==> src/logic/video_cfg.svh <==
`ifndef VIDEO_CFG_SVH
`define VIDEO_CFG_SVH

// output raster, clocks per line and lines per frame
`define H_TOTAL            24
`define H_VISIBLE          16
`define H_SYNC_START       18
`define H_SYNC_WIDTH       3
`define V_TOTAL            12
`define V_TOTAL_INTERLACED 13  // add-line mode
`define V_VISIBLE          10
`define V_SYNC_START       10
`define V_SYNC_WIDTH       2

// border around the buffered picture, in output pixels and lines
`define H_OFFSET           2
`define V_OFFSET           2
`define PIXEL_FACTOR       2

`define HSYNC_ACTIVE       1'b0
`define VSYNC_ACTIVE       1'b0

// line buffer geometry
`define BUF_LINE_LEN       6
`define BUF_LINES          4
`define RAM_ADDR_BITS      5

`define QUEUE_DEPTH        4  // also the initial credit count

`endif

==> src/logic/video_pkg.sv <==
package video_pkg;

    typedef struct packed {
        logic [7:0] red;
        logic [7:0] green;
        logic [7:0] blue;
    } rgb_t;

    // one source pixel as it arrives on the input
    typedef struct packed {
        rgb_t pixel;
        logic start_of_frame;  // first pixel of a source frame
    } pixel_beat_t;

    typedef struct packed {
        logic hsync;
        logic vsync;
        logic field;
        logic draw_area;
    } sync_out_t;

endpackage

==> src/logic/pixel_queue.sv <==
`timescale 1ns/1ps
`include "video_cfg.svh"

module pixel_queue (
    input  logic                   clock,
    input  logic                   reset,
    input  logic                   in_valid,
    input  video_pkg::pixel_beat_t in_beat,
    input  logic                   pop,
    output video_pkg::pixel_beat_t out_beat,
    output logic                   not_empty,
    output logic                   credit_return
);
    import video_pkg::*;

    localparam int PTR_BITS = $clog2(`QUEUE_DEPTH);
    localparam int CNT_BITS = $clog2(`QUEUE_DEPTH + 1);

    pixel_beat_t         entries [`QUEUE_DEPTH];
    logic [PTR_BITS-1:0] wr_ptr;
    logic [PTR_BITS-1:0] rd_ptr;
    logic [CNT_BITS-1:0] count;
    logic                take;

    function automatic logic [PTR_BITS-1:0] next_ptr(input logic [PTR_BITS-1:0] ptr);
        return (ptr == PTR_BITS'(`QUEUE_DEPTH - 1)) ? '0 : ptr + 1'b1;
    endfunction

    assign take      = pop && not_empty;
    assign not_empty = (count != '0);
    assign out_beat  = entries[rd_ptr];  // oldest entry

    always_ff @(posedge clock) begin
        if (in_valid) begin
            entries[wr_ptr] <= in_beat;
        end
    end

    always_ff @(posedge clock) begin
        if (!reset) begin
            wr_ptr        <= '0;
            rd_ptr        <= '0;
            count         <= '0;
            credit_return <= 1'b0;
        end else begin
            if (in_valid) begin
                wr_ptr <= next_ptr(wr_ptr);
            end
            if (take) begin
                rd_ptr <= next_ptr(rd_ptr);
            end
            credit_return <= take;  // one credit back per released entry
            case ({in_valid, take})
                2'b10:   count <= count + 1'b1;
                2'b01:   count <= count - 1'b1;
                default: count <= count;
            endcase
        end
    end

endmodule

==> src/logic/pixel_capture.sv <==
`timescale 1ns/1ps
`include "video_cfg.svh"

module pixel_capture (
    input  logic                      clock,
    input  logic                      reset,
    input  video_pkg::pixel_beat_t    beat,
    input  logic                      not_empty,
    output logic                      pop,
    output logic                      wr_en,
    output logic [`RAM_ADDR_BITS-1:0] wr_addr,
    output video_pkg::rgb_t           wr_data,
    output logic                      start_trigger
);

    localparam int AW        = `RAM_ADDR_BITS;
    localparam int PACE_BITS = $clog2(`PIXEL_FACTOR + 1);
    localparam int COL_BITS  = $clog2(`BUF_LINE_LEN + 1);
    localparam int LINE_BITS = $clog2(`BUF_LINES + 1);

    logic [PACE_BITS-1:0] pace;
    logic [COL_BITS-1:0]  col;
    logic [COL_BITS-1:0]  col_sel;
    logic [LINE_BITS-1:0] line;
    logic [LINE_BITS-1:0] line_sel;

    // source pixel rate is one per PIXEL_FACTOR clocks
    assign pop = not_empty && (pace == '0);

    // a start_of_frame beat lands in the top left corner
    assign col_sel  = beat.start_of_frame ? '0 : col;
    assign line_sel = beat.start_of_frame ? '0 : line;

    always_ff @(posedge clock) begin
        if (!reset) begin
            pace <= '0;
        end else if (pop) begin
            pace <= PACE_BITS'(`PIXEL_FACTOR - 1);
        end else if (pace != '0) begin
            pace <= pace - 1'b1;
        end
    end

    always_ff @(posedge clock) begin
        if (!reset) begin
            col  <= '0;
            line <= '0;
        end else if (pop) begin
            if (col_sel == COL_BITS'(`BUF_LINE_LEN - 1)) begin
                col  <= '0;
                line <= (line_sel == LINE_BITS'(`BUF_LINES - 1)) ? '0 : line_sel + 1'b1;
            end else begin
                col  <= col_sel + 1'b1;
                line <= line_sel;
            end
        end
    end

    always_ff @(posedge clock) begin
        if (!reset) begin
            wr_en         <= 1'b0;
            start_trigger <= 1'b0;
        end else begin
            wr_en         <= pop;
            start_trigger <= pop && beat.start_of_frame;
        end
    end

    always_ff @(posedge clock) begin
        if (pop) begin
            wr_addr <= AW'(line_sel * `BUF_LINE_LEN + col_sel);  // line ring in the RAM
            wr_data <= beat.pixel;
        end
    end

endmodule

==> src/logic/line_ram.sv <==
`timescale 1ns/1ps
`include "video_cfg.svh"

module line_ram (
    input  logic                      clock,
    input  logic                      wr_en,
    input  logic [`RAM_ADDR_BITS-1:0] wr_addr,
    input  video_pkg::rgb_t           wr_data,
    input  logic [`RAM_ADDR_BITS-1:0] rd_addr,
    output video_pkg::rgb_t           rd_data
);
    import video_pkg::*;

    localparam int DEPTH = `BUF_LINE_LEN * `BUF_LINES;

    rgb_t                      mem [DEPTH];
    logic [`RAM_ADDR_BITS-1:0] rd_addr_q;

    always_ff @(posedge clock) begin
        if (wr_en) begin
            mem[wr_addr] <= wr_data;
        end
    end

    // address register then data register, two clocks address to data
    always_ff @(posedge clock) begin
        rd_addr_q <= rd_addr;
        rd_data   <= mem[rd_addr_q];
    end

endmodule

==> src/logic/video_timing.sv <==
`timescale 1ns/1ps
`include "video_cfg.svh"

module video_timing (
    input  logic                      clock,
    input  logic                      reset,
    input  logic                      start_trigger,
    input  logic                      line_doubler,
    input  logic                      add_line,
    output logic [`RAM_ADDR_BITS-1:0] rd_addr,
    input  video_pkg::rgb_t           rd_data,
    output video_pkg::rgb_t           rgb,
    output video_pkg::sync_out_t      sync
);

    localparam int X_BITS    = $clog2(`H_TOTAL);
    localparam int Y_BITS    = $clog2(`V_TOTAL_INTERLACED);
    localparam int AW        = `RAM_ADDR_BITS;
    localparam int VSYNC_END = `V_SYNC_START + `V_SYNC_WIDTH;

    logic              line_doubler_q;
    logic              add_line_q;
    logic              mode_change;
    logic              restart;
    logic              running;
    logic [X_BITS-1:0] counter_x;
    logic [X_BITS-1:0] counter_x_q;
    logic [X_BITS-1:0] counter_x_q_q;
    logic [Y_BITS-1:0] counter_y;
    logic [Y_BITS-1:0] counter_y_q;
    logic [Y_BITS-1:0] counter_y_q_q;
    logic              valid_q;
    logic              valid_q_q;
    logic              hsync_q;
    logic              vsync_q;
    logic              field_q;
    logic [Y_BITS-1:0] frame_lines;
    logic [Y_BITS-1:0] vsync_end_line;
    logic [AW-1:0]     buf_col;
    logic [AW-1:0]     buf_line;

    // picture area that comes from the line buffer
    function automatic logic in_window(input logic [X_BITS-1:0] x, input logic [Y_BITS-1:0] y);
        return x >= `H_OFFSET && x < `H_VISIBLE - `H_OFFSET
            && y >= `V_OFFSET && y < `V_VISIBLE - `V_OFFSET;
    endfunction

    function automatic logic in_visible(input logic [X_BITS-1:0] x, input logic [Y_BITS-1:0] y);
        return x < `H_VISIBLE && y < `V_VISIBLE;
    endfunction

    assign mode_change = (line_doubler != line_doubler_q) || (add_line != add_line_q);
    assign restart     = !reset || mode_change;
    assign frame_lines = add_line_q ? Y_BITS'(`V_TOTAL_INTERLACED) : Y_BITS'(`V_TOTAL);
    // vsync may end in the first lines of the next frame
    assign vsync_end_line = (VSYNC_END >= frame_lines) ? Y_BITS'(VSYNC_END) - frame_lines
                                                       : Y_BITS'(VSYNC_END);

    always_ff @(posedge clock) begin
        if (!reset) begin
            line_doubler_q <= 1'b0;
            add_line_q     <= 1'b0;
        end else begin
            line_doubler_q <= line_doubler;
            add_line_q     <= add_line;
        end
    end

    always_ff @(posedge clock) begin
        if (restart) begin
            running       <= 1'b0;
            counter_x     <= '0;
            counter_y     <= '0;
            counter_x_q   <= '0;
            counter_y_q   <= '0;
            counter_x_q_q <= '0;
            counter_y_q_q <= '0;
            valid_q       <= 1'b0;
            valid_q_q     <= 1'b0;
            hsync_q       <= ~`HSYNC_ACTIVE;
            vsync_q       <= ~`VSYNC_ACTIVE;
            field_q       <= 1'b0;
        end else if (!running) begin
            running <= start_trigger;  // frozen until the capture side has a frame
        end else begin
            if (counter_x == X_BITS'(`H_TOTAL - 1)) begin
                counter_x <= '0;
                if (counter_y == frame_lines - 1'b1) begin
                    counter_y <= '0;
                    field_q   <= (line_doubler_q && !add_line_q) ? ~field_q : 1'b0;
                end else begin
                    counter_y <= counter_y + 1'b1;
                end
            end else begin
                counter_x <= counter_x + 1'b1;
            end

            counter_x_q   <= counter_x;
            counter_y_q   <= counter_y;
            counter_x_q_q <= counter_x_q;
            counter_y_q_q <= counter_y_q;
            valid_q       <= 1'b1;
            valid_q_q     <= valid_q;

            if (counter_x_q >= `H_SYNC_START && counter_x_q < `H_SYNC_START + `H_SYNC_WIDTH) begin
                hsync_q <= `HSYNC_ACTIVE;
            end else begin
                hsync_q <= ~`HSYNC_ACTIVE;
            end

            // both vsync edges on an hsync leading edge
            if (counter_x_q == X_BITS'(`H_SYNC_START)) begin
                if (counter_y_q == Y_BITS'(`V_SYNC_START)) begin
                    vsync_q <= `VSYNC_ACTIVE;
                end else if (counter_y_q == vsync_end_line) begin
                    vsync_q <= ~`VSYNC_ACTIVE;
                end
            end
        end
    end

    assign buf_col  = AW'(counter_x / `PIXEL_FACTOR - `H_OFFSET / `PIXEL_FACTOR);
    assign buf_line = AW'((counter_y / `PIXEL_FACTOR - `V_OFFSET / `PIXEL_FACTOR) % `BUF_LINES);
    assign rd_addr  = in_window(counter_x, counter_y) ? AW'(buf_line * `BUF_LINE_LEN + buf_col)
                                                      : '0;

    // rd_data belongs to the position two stages back
    assign rgb = in_window(counter_x_q_q, counter_y_q_q) ? rd_data : '0;

    assign sync.hsync     = hsync_q;
    assign sync.vsync     = vsync_q;
    assign sync.field     = field_q;
    assign sync.draw_area = valid_q_q && in_visible(counter_x_q_q, counter_y_q_q);

endmodule

==> src/logic/scan_converter_top.sv <==
`timescale 1ns/1ps
`include "video_cfg.svh"

module scan_converter_top (
    input  logic                   clock,
    input  logic                   reset,
    input  logic                   in_valid,
    input  video_pkg::pixel_beat_t in_beat,
    output logic                   credit_return,
    input  logic                   line_doubler,
    input  logic                   add_line,
    output video_pkg::rgb_t        rgb,
    output video_pkg::sync_out_t   sync
);
    import video_pkg::*;

    pixel_beat_t               queue_beat;
    logic                      queue_not_empty;
    logic                      queue_pop;
    logic                      ram_wr_en;
    logic [`RAM_ADDR_BITS-1:0] ram_wr_addr;
    rgb_t                      ram_wr_data;
    logic [`RAM_ADDR_BITS-1:0] ram_rd_addr;
    rgb_t                      ram_rd_data;
    logic                      start_trigger;

    pixel_queue u_queue (
        .clock         (clock),
        .reset         (reset),
        .in_valid      (in_valid),
        .in_beat       (in_beat),
        .pop           (queue_pop),
        .out_beat      (queue_beat),
        .not_empty     (queue_not_empty),
        .credit_return (credit_return)
    );

    pixel_capture u_capture (
        .clock         (clock),
        .reset         (reset),
        .beat          (queue_beat),
        .not_empty     (queue_not_empty),
        .pop           (queue_pop),
        .wr_en         (ram_wr_en),
        .wr_addr       (ram_wr_addr),
        .wr_data       (ram_wr_data),
        .start_trigger (start_trigger)
    );

    line_ram u_ram (
        .clock   (clock),
        .wr_en   (ram_wr_en),
        .wr_addr (ram_wr_addr),
        .wr_data (ram_wr_data),
        .rd_addr (ram_rd_addr),
        .rd_data (ram_rd_data)
    );

    video_timing u_timing (
        .clock         (clock),
        .reset         (reset),
        .start_trigger (start_trigger),
        .line_doubler  (line_doubler),
        .add_line      (add_line),
        .rd_addr       (ram_rd_addr),
        .rd_data       (ram_rd_data),
        .rgb           (rgb),
        .sync          (sync)
    );

endmodule

==> config.mk <==
export PLATFORM = sky130hd
export DESIGN_NAME = scan_converter_top
export DESIGN_NICKNAME = d
export VERILOG_FILES = /design/src/logic/video_pkg.sv /design/src/logic/pixel_queue.sv /design/src/logic/pixel_capture.sv /design/src/logic/line_ram.sv /design/src/logic/video_timing.sv /design/src/logic/scan_converter_top.sv
export VERILOG_INCLUDE_DIRS = /design/src /design/src/logic
export SDC_FILE = /design/constraint.sdc
export NUM_CORES = 1
export LEC_CHECK = 0
export CAP_MARGIN = 20
export CORE_MARGIN = 3
export CORE_UTILIZATION = 45
export CTS_BUF_LIST = sky130_fd_sc_hd__clkbuf_4 sky130_fd_sc_hd__clkbuf_8 sky130_fd_sc_hd__clkbuf_16
export CTS_CLUSTER_SIZE = 25
export DETAILED_ROUTE_END_ITERATION = 10
export DONT_BUFFER_PORTS = 1
export PLACE_DENSITY = 0.58
export RECOVER_POWER = 100
export SKIP_CTS_REPAIR_TIMING = 1
export SYNTH_ARGS = -nofsm -noshare
export SYNTH_HDL_FRONTEND = slang
export SYNTH_SLANG_ARGS = --single-unit
==> constraint.sdc <==
create_clock -name clock -period 2.6 [get_ports clock]
set_input_delay 0.52 -clock clock [delete_from_list [all_inputs] [get_ports clock]]
set_output_delay 0.52 -clock clock [all_outputs]
set_load 0.1 [all_outputs]
=== Yosys cells after proc, flatten, opt, wreduce, memory -nomap -nowiden ===
Memory sizes are Yosys's and may differ from the RTL's. A register that Yosys moved wholly into a read port is not among the register bits.
Index checks and enable logic that the tools add are counted.

* Equal/unequal tests: 13
* Div/mod/pow operators: 0
* Mux-type cells: 26
* Shift operators: 0
* Reduce and logical (&&, ||, !) cells: 27
* $add $sub $neg: 15
* Bitwise gates (word level): 2
* Multiply operators: 2
* $lt $le $gt $ge: 13

{| class="wikitable"
|+ Operator list
! kind !! number
|-
| 2-to-1 mux 24 bit || 1
|-
| 2-to-1 mux 3 bit || 5
|-
| logical AND 1 bit || 13
|-
| less-than comparator 4 bit (second input constant) || 3
|-
| 2-to-1 mux 1 bit || 12
|-
| equality test 5 bit (second input constant) || 2
|-
| greater-or-equal comparator 5 x 2 -> 1 bit (second input constant) || 2
|-
| less-than comparator 5 x 4 -> 1 bit (second input constant) || 2
|-
| less-than comparator 5 bit (second input constant) || 2
|-
| adder 3 x 1 -> 3 bit (second input constant) || 3
|-
| equality test 4 bit || 2
|-
| greater-or-equal comparator 4 x 2 -> 1 bit (second input constant) || 2
|-
| 2-to-1 mux 2 bit || 4
|-
| 2-to-1 mux 4 bit || 2
|-
| nonzero test 2 bit || 4
|-
| equality test 2 bit (second input constant) || 3
|-
| one-hot mux 3 bit (2 select lines) || 1
|-
| AND reduction 3 bit || 2
|-
| adder 5 x 1 -> 5 bit (second input constant) || 1
|-
| adder 5 x 3 -> 5 bit || 1
|-
| adder 5 bit || 1
|-
| greater-or-equal comparator 5 bit (second input constant) || 1
|-
| 2-to-1 mux 5 bit || 1
|-
| subtractor 4 x 1 -> 5 bit (second input constant) || 1
|-
| other kinds (21) || 27
|}

* Bits of input ports: 30
* Bits in latches: 0
* ROM bits: 0
* Bits in writable memories: 676
* Memories: 2
* Register bits: 87

{| class="wikitable"
|+ Memories
! memory !! depth !! width !! rd ports !! clocked after Yosys merged registers in !! write ports !! line !! text
|-
| u_ram.mem || 24 || 24 || 1 || 1 || 1 || line_ram.sv:16 || <nowiki>rgb_t mem [DEPTH];</nowiki>
|-
| u_queue.entries || 4 || 25 || 1 || 1 || 1 || pixel_queue.sv:19 || <nowiki>pixel_beat_t entries [`QUEUE_DEPTH];</nowiki>
|}

=== Depth between registers and ports, before layout ===
* Depth in word-level cells: 6
* Mapped depth: 10
* Mapped depth without buffers: 10

=== Cells and area by module ===
From an unflattened synthesis, not the netlist that was laid out.

* Cells, all modules: 1572
* Area total of the unflattened synthesis: 30301.6 sq um

{| class="wikitable"
|+ By module, submodules not included
! module !! cells an instance !! times used !! area an instance (sq um)
|-
| line_ram || 1070 || 1 || 22849.4
|-
| pixel_queue || 183 || 1 || 4132.7
|-
| video_timing || 218 || 1 || 1843.0
|-
| pixel_capture || 101 || 1 || 1476.4
|}

=== Least setup slack after synthesis ===
No wires, ideal clock.

* Path kind: reg-to-reg
* From: reg u_capture.wr_addr[1]
* To: mem u_ram.mem[20][0] (netlist bit), enable pin
* Library setup time: 0.405 ns
* Period minus slack after synthesis: 2.461 ns
* Arrival: 2.057 ns
* Setup slack: 0.139 ns
* Path buffers: 1
* Data required time: 2.195 ns
* Cell stages (with the launch flop): 4
* Path through: edfxtp_1 -> or3b_2 -> clkbuf_1 -> nor2_1

{| class="wikitable"
|+ RTL lines
! element !! line !! text
|-
| from (decl) || pixel_capture.sv:11 || <nowiki>output logic [`RAM_ADDR_BITS-1:0] wr_addr,</nowiki>
|-
| from (signal assigned) || pixel_capture.sv:71 || <nowiki>wr_addr <= AW'(line_sel * `BUF_LINE_LEN + col_sel);</nowiki>
|-
| to (decl) || line_ram.sv:16 ||
|}

No word-level cell before the write port.

==> out/summary.txt <==
status: complete, no violations
Seq/Total Area, Yosys: 75.7%
Core Footprint: 0.0661 mm2
PD cells: 851 mW/mm2
Main synth FF type: edfxtp_1
Mean Syn Cell Area: 19.4 um2
die width: 265 um
placed insts: 2443
Starting Density: 45.6%
CP Max Fanout: 12
diode count: 0
most frequent cells in the layout: edfxtp_1 (705), mux2i_1 (140), mux4_2 (121), clkbuf_16 (83), dfxtp_1 (78)
Slew headroom: 8.31%
sequential share of power: 57.0%
Least-Margin Pin Slew: 1.38 ns
Peak VDD IR: 0.560 mV
#FFs+latches synth: 787
RSZ-0062 raised after global routing: yes
Internal: 22.9 mW
Rows: 94
Hold WC Path Type: input port to register
CTS Buffer Depth: 3
max cap viols: 0
Clock power frac: 38.1%
clk slew on worst S/H paths: 0.06 ns
asr flop ratio synth: 0%
I/O pin cnt: 59
drt via density: 5.48
grt met1 use: 23.4%
Area Growth Syn to Fin: 15.8%
GRT Util Overall: 17.7%
Num CTS Buffers: 80
yosys warns: 0
Clock Skews: 0.0162 ns
detailed-route wire length per cell: 23.4 um
pre-CTS setup slack: 0.387 ns
die area: 0.0701 mm2
gr busiest metal: met2
met3 GRT Util: 3.37%
fill count: 5271
CP most frequent cell: buf_12
initial antenna violation count: 0
Routed Wire Length: 61400 um
Max Transition Viols Final: 0
# clock sinks: 787
DP HPWL: 35600 um
clock tree from TritonCTS: built
remaining antenna violation count: 0
ratio of cells with drive above 1 in the final layout: 23.0%
Setup Viol. Count Final: 0
most common cell after layout, fill and taps aside: edfxtp_1
Remaining Overflow, GRT: 0
met2 usage: 30.0%
fin crit period: 2.56 ns
first-pass GRT wire length: 93300 um
setup ws final: 0.0418 ns
post-synthesis cell count: 1556
Gate power share: 4.9%
clock latency on the worst-skew pair: 0.62 ns
fin nets: 1745
Clock Tree Root: clkbuf_16
CP max stage cell: dfxtp_1
final RePlAce weighted congestion: 0.738
final hold vios: 0
switch share: 22.9%
area of the mapped netlist: 0.0302 mm2
Post-synth EDFFs: 705
Vias: 14400
CP peak stage delay: 0.32 ns
final instance area: 0.0349 mm2
Cell variety after synth: 54
port bufs: 0
TNS Setup: 0 ns
crit path cell chain: nor2_1 > o21ai_2 > nor3_4 > buf_12 > buf_6 > and2_1 > buf_12
vias in the first global route: 15200
WP data required: 2.08 ns
Sw Pwr: 6.82 mW
fin cells: 2622
crit path launch type: register
CP endpoint kind: output port
syn_nets: 1611
Pre-antenna DRT Iters: 7
worst hold slack: 0.0264 ns
drt initial violations: 1099
placed cell areas: 0.0321 mm2
CP arrival: 2.04 ns
pin count of the biggest net entering global routing: 49
H-tree depth: 3
Lkg Pwr: 10.8 nW
die height: 265 um
WS Path Type: register to output port
Max Clock Freq: 391 MHz
final period utilization: 98.4%
DRC violations left: 0
-- synthesized netlist by cell type (2+ instances only) --
library cell | instances | area, um2
and4bb_2 | 2 | 25.0
a21boi_0 | 4 | 30.0
mux4_2 | 121 | 2730
o311ai_0 | 20 | 175
buf_4 | 14 | 105
buf_6 | 10 | 113
fa_1 | 3 | 60.1
ha_1 | 22 | 275
o211a_1 | 2 | 20.0
and3b_1 | 2 | 17.5
or3_1 | 2 | 12.5
nand3b_1 | 6 | 45.0
and2_1 | 36 | 225
clkbuf_1 | 40 | 150
a22oi_1 | 24 | 180
nand2_1 | 35 | 131
a2bb2oi_1 | 24 | 210
and3_1 | 3 | 18.8
buf_2 | 19 | 95.1
o211ai_1 | 25 | 188
dfxtp_1 | 82 | 1640
nor2b_1 | 15 | 93.8
xnor2_1 | 13 | 114
mux2i_1 | 140 | 1400
xor2_1 | 3 | 26.3
or3b_2 | 3 | 26.3
nand4_1 | 3 | 18.8
edfxtp_1 | 705 | 21200
nor3_1 | 9 | 45.0
nand3_1 | 32 | 160
o311ai_1 | 4 | 35.0
o21ai_0 | 9 | 45.0
nand2b_1 | 4 | 25.0
a21oi_1 | 11 | 55.1
nor2_1 | 66 | 248
inv_1 | 25 | 93.8
-- kinds of logic after synthesis --
group | Yosys count | share of synthesized area (%)
DFF | 787 | 75.7
muxes | 261 | 13.7
and+or+nand+nor | 225 | 3.83
AOI/OAI and AO/OA | 132 | 3.38
buffers and inverters | 110 | 1.88
adders and majority gates | 25 | 1.11
xor gates and xnor gates | 16 | 0.465
-- stage by stage --
stage	power (mW)	util, %
2_1_floorplan	17.6	-
3_3_place_gp	18.6	48.6
3_5_place_dp	18.7	48.6
4_1_cts	30.1	52.6
5_1_grt	30.9	52.8
6_report	29.7	52.8
-- layer usage --
| metal | wire length [um] | vias up |
|---|---|---|
| met5 | 0 | - |
| met4 | 1210 | 0 |
| met3 | 2710 | 83 |
| met2 | 30800 | 282 |
| met1 | 26700 | 7475 |
| li1 | - | 6516 |
-- final cells by class --
cell class                 instances  area, um2  area share (%)
clock buffer                     115       2340            6.70
clock inverter                    35        314           0.900
inverter                          25       93.8           0.269
multi-input combinational        659       6850            19.6
sequential                       787      22800            65.4
tap                              864       1080            3.10
timing repair buffer             137       1410            4.03
-- registers in the layout, indices dropped and copies added (netlist names), 5 cells and up, named ones only --
register              cells
u_ram.rd_addr_q           5
u_capture.wr_addr         5
u_capture.wr_data        24
u_queue.entries         100
u_ram.rd_data            24
u_timing.counter_x_q      5
u_ram.mem               576
u_timing.counter_x        5
-- worst max-delay path, delay by kind of cell (launching register included) --
kind                   cells  cell delay [ns]
AO/OA/AOI/OAI              1             0.09
buffers and inverters      3             0.50
flip-flops                 1             0.32
AND/OR/NAND/NOR            3             0.51
-- power by group through the flow --
stage / clock, mW / combinational [mW] / sequential, mW
after floorplan: 0 / 1.05 / 16.6
after global placement: 0 / 1.51 / 17.1
after detailed placement: 0 / 1.55 / 17.2
after CTS: 11.6 / 1.55 / 16.9
after global routing: 12.1 / 1.62 / 17.1
final: 11.3 / 1.45 / 16.9
-- worst paths after layout --
kind                             start                  end  slack, ns  depth (start not counted)
max reg2reg         u_ram.rd_addr_q[0]     u_ram.rd_data[0]       0.21                          5
min reg2reg    u_capture.start_trigger     u_timing.running       0.45                          2
max          u_timing.counter_x_q_q[4]              rgb[22]       0.04                          7
min                              reset  u_timing.add_line_q       0.03                          1
Power figures use the tool's default switching activity.
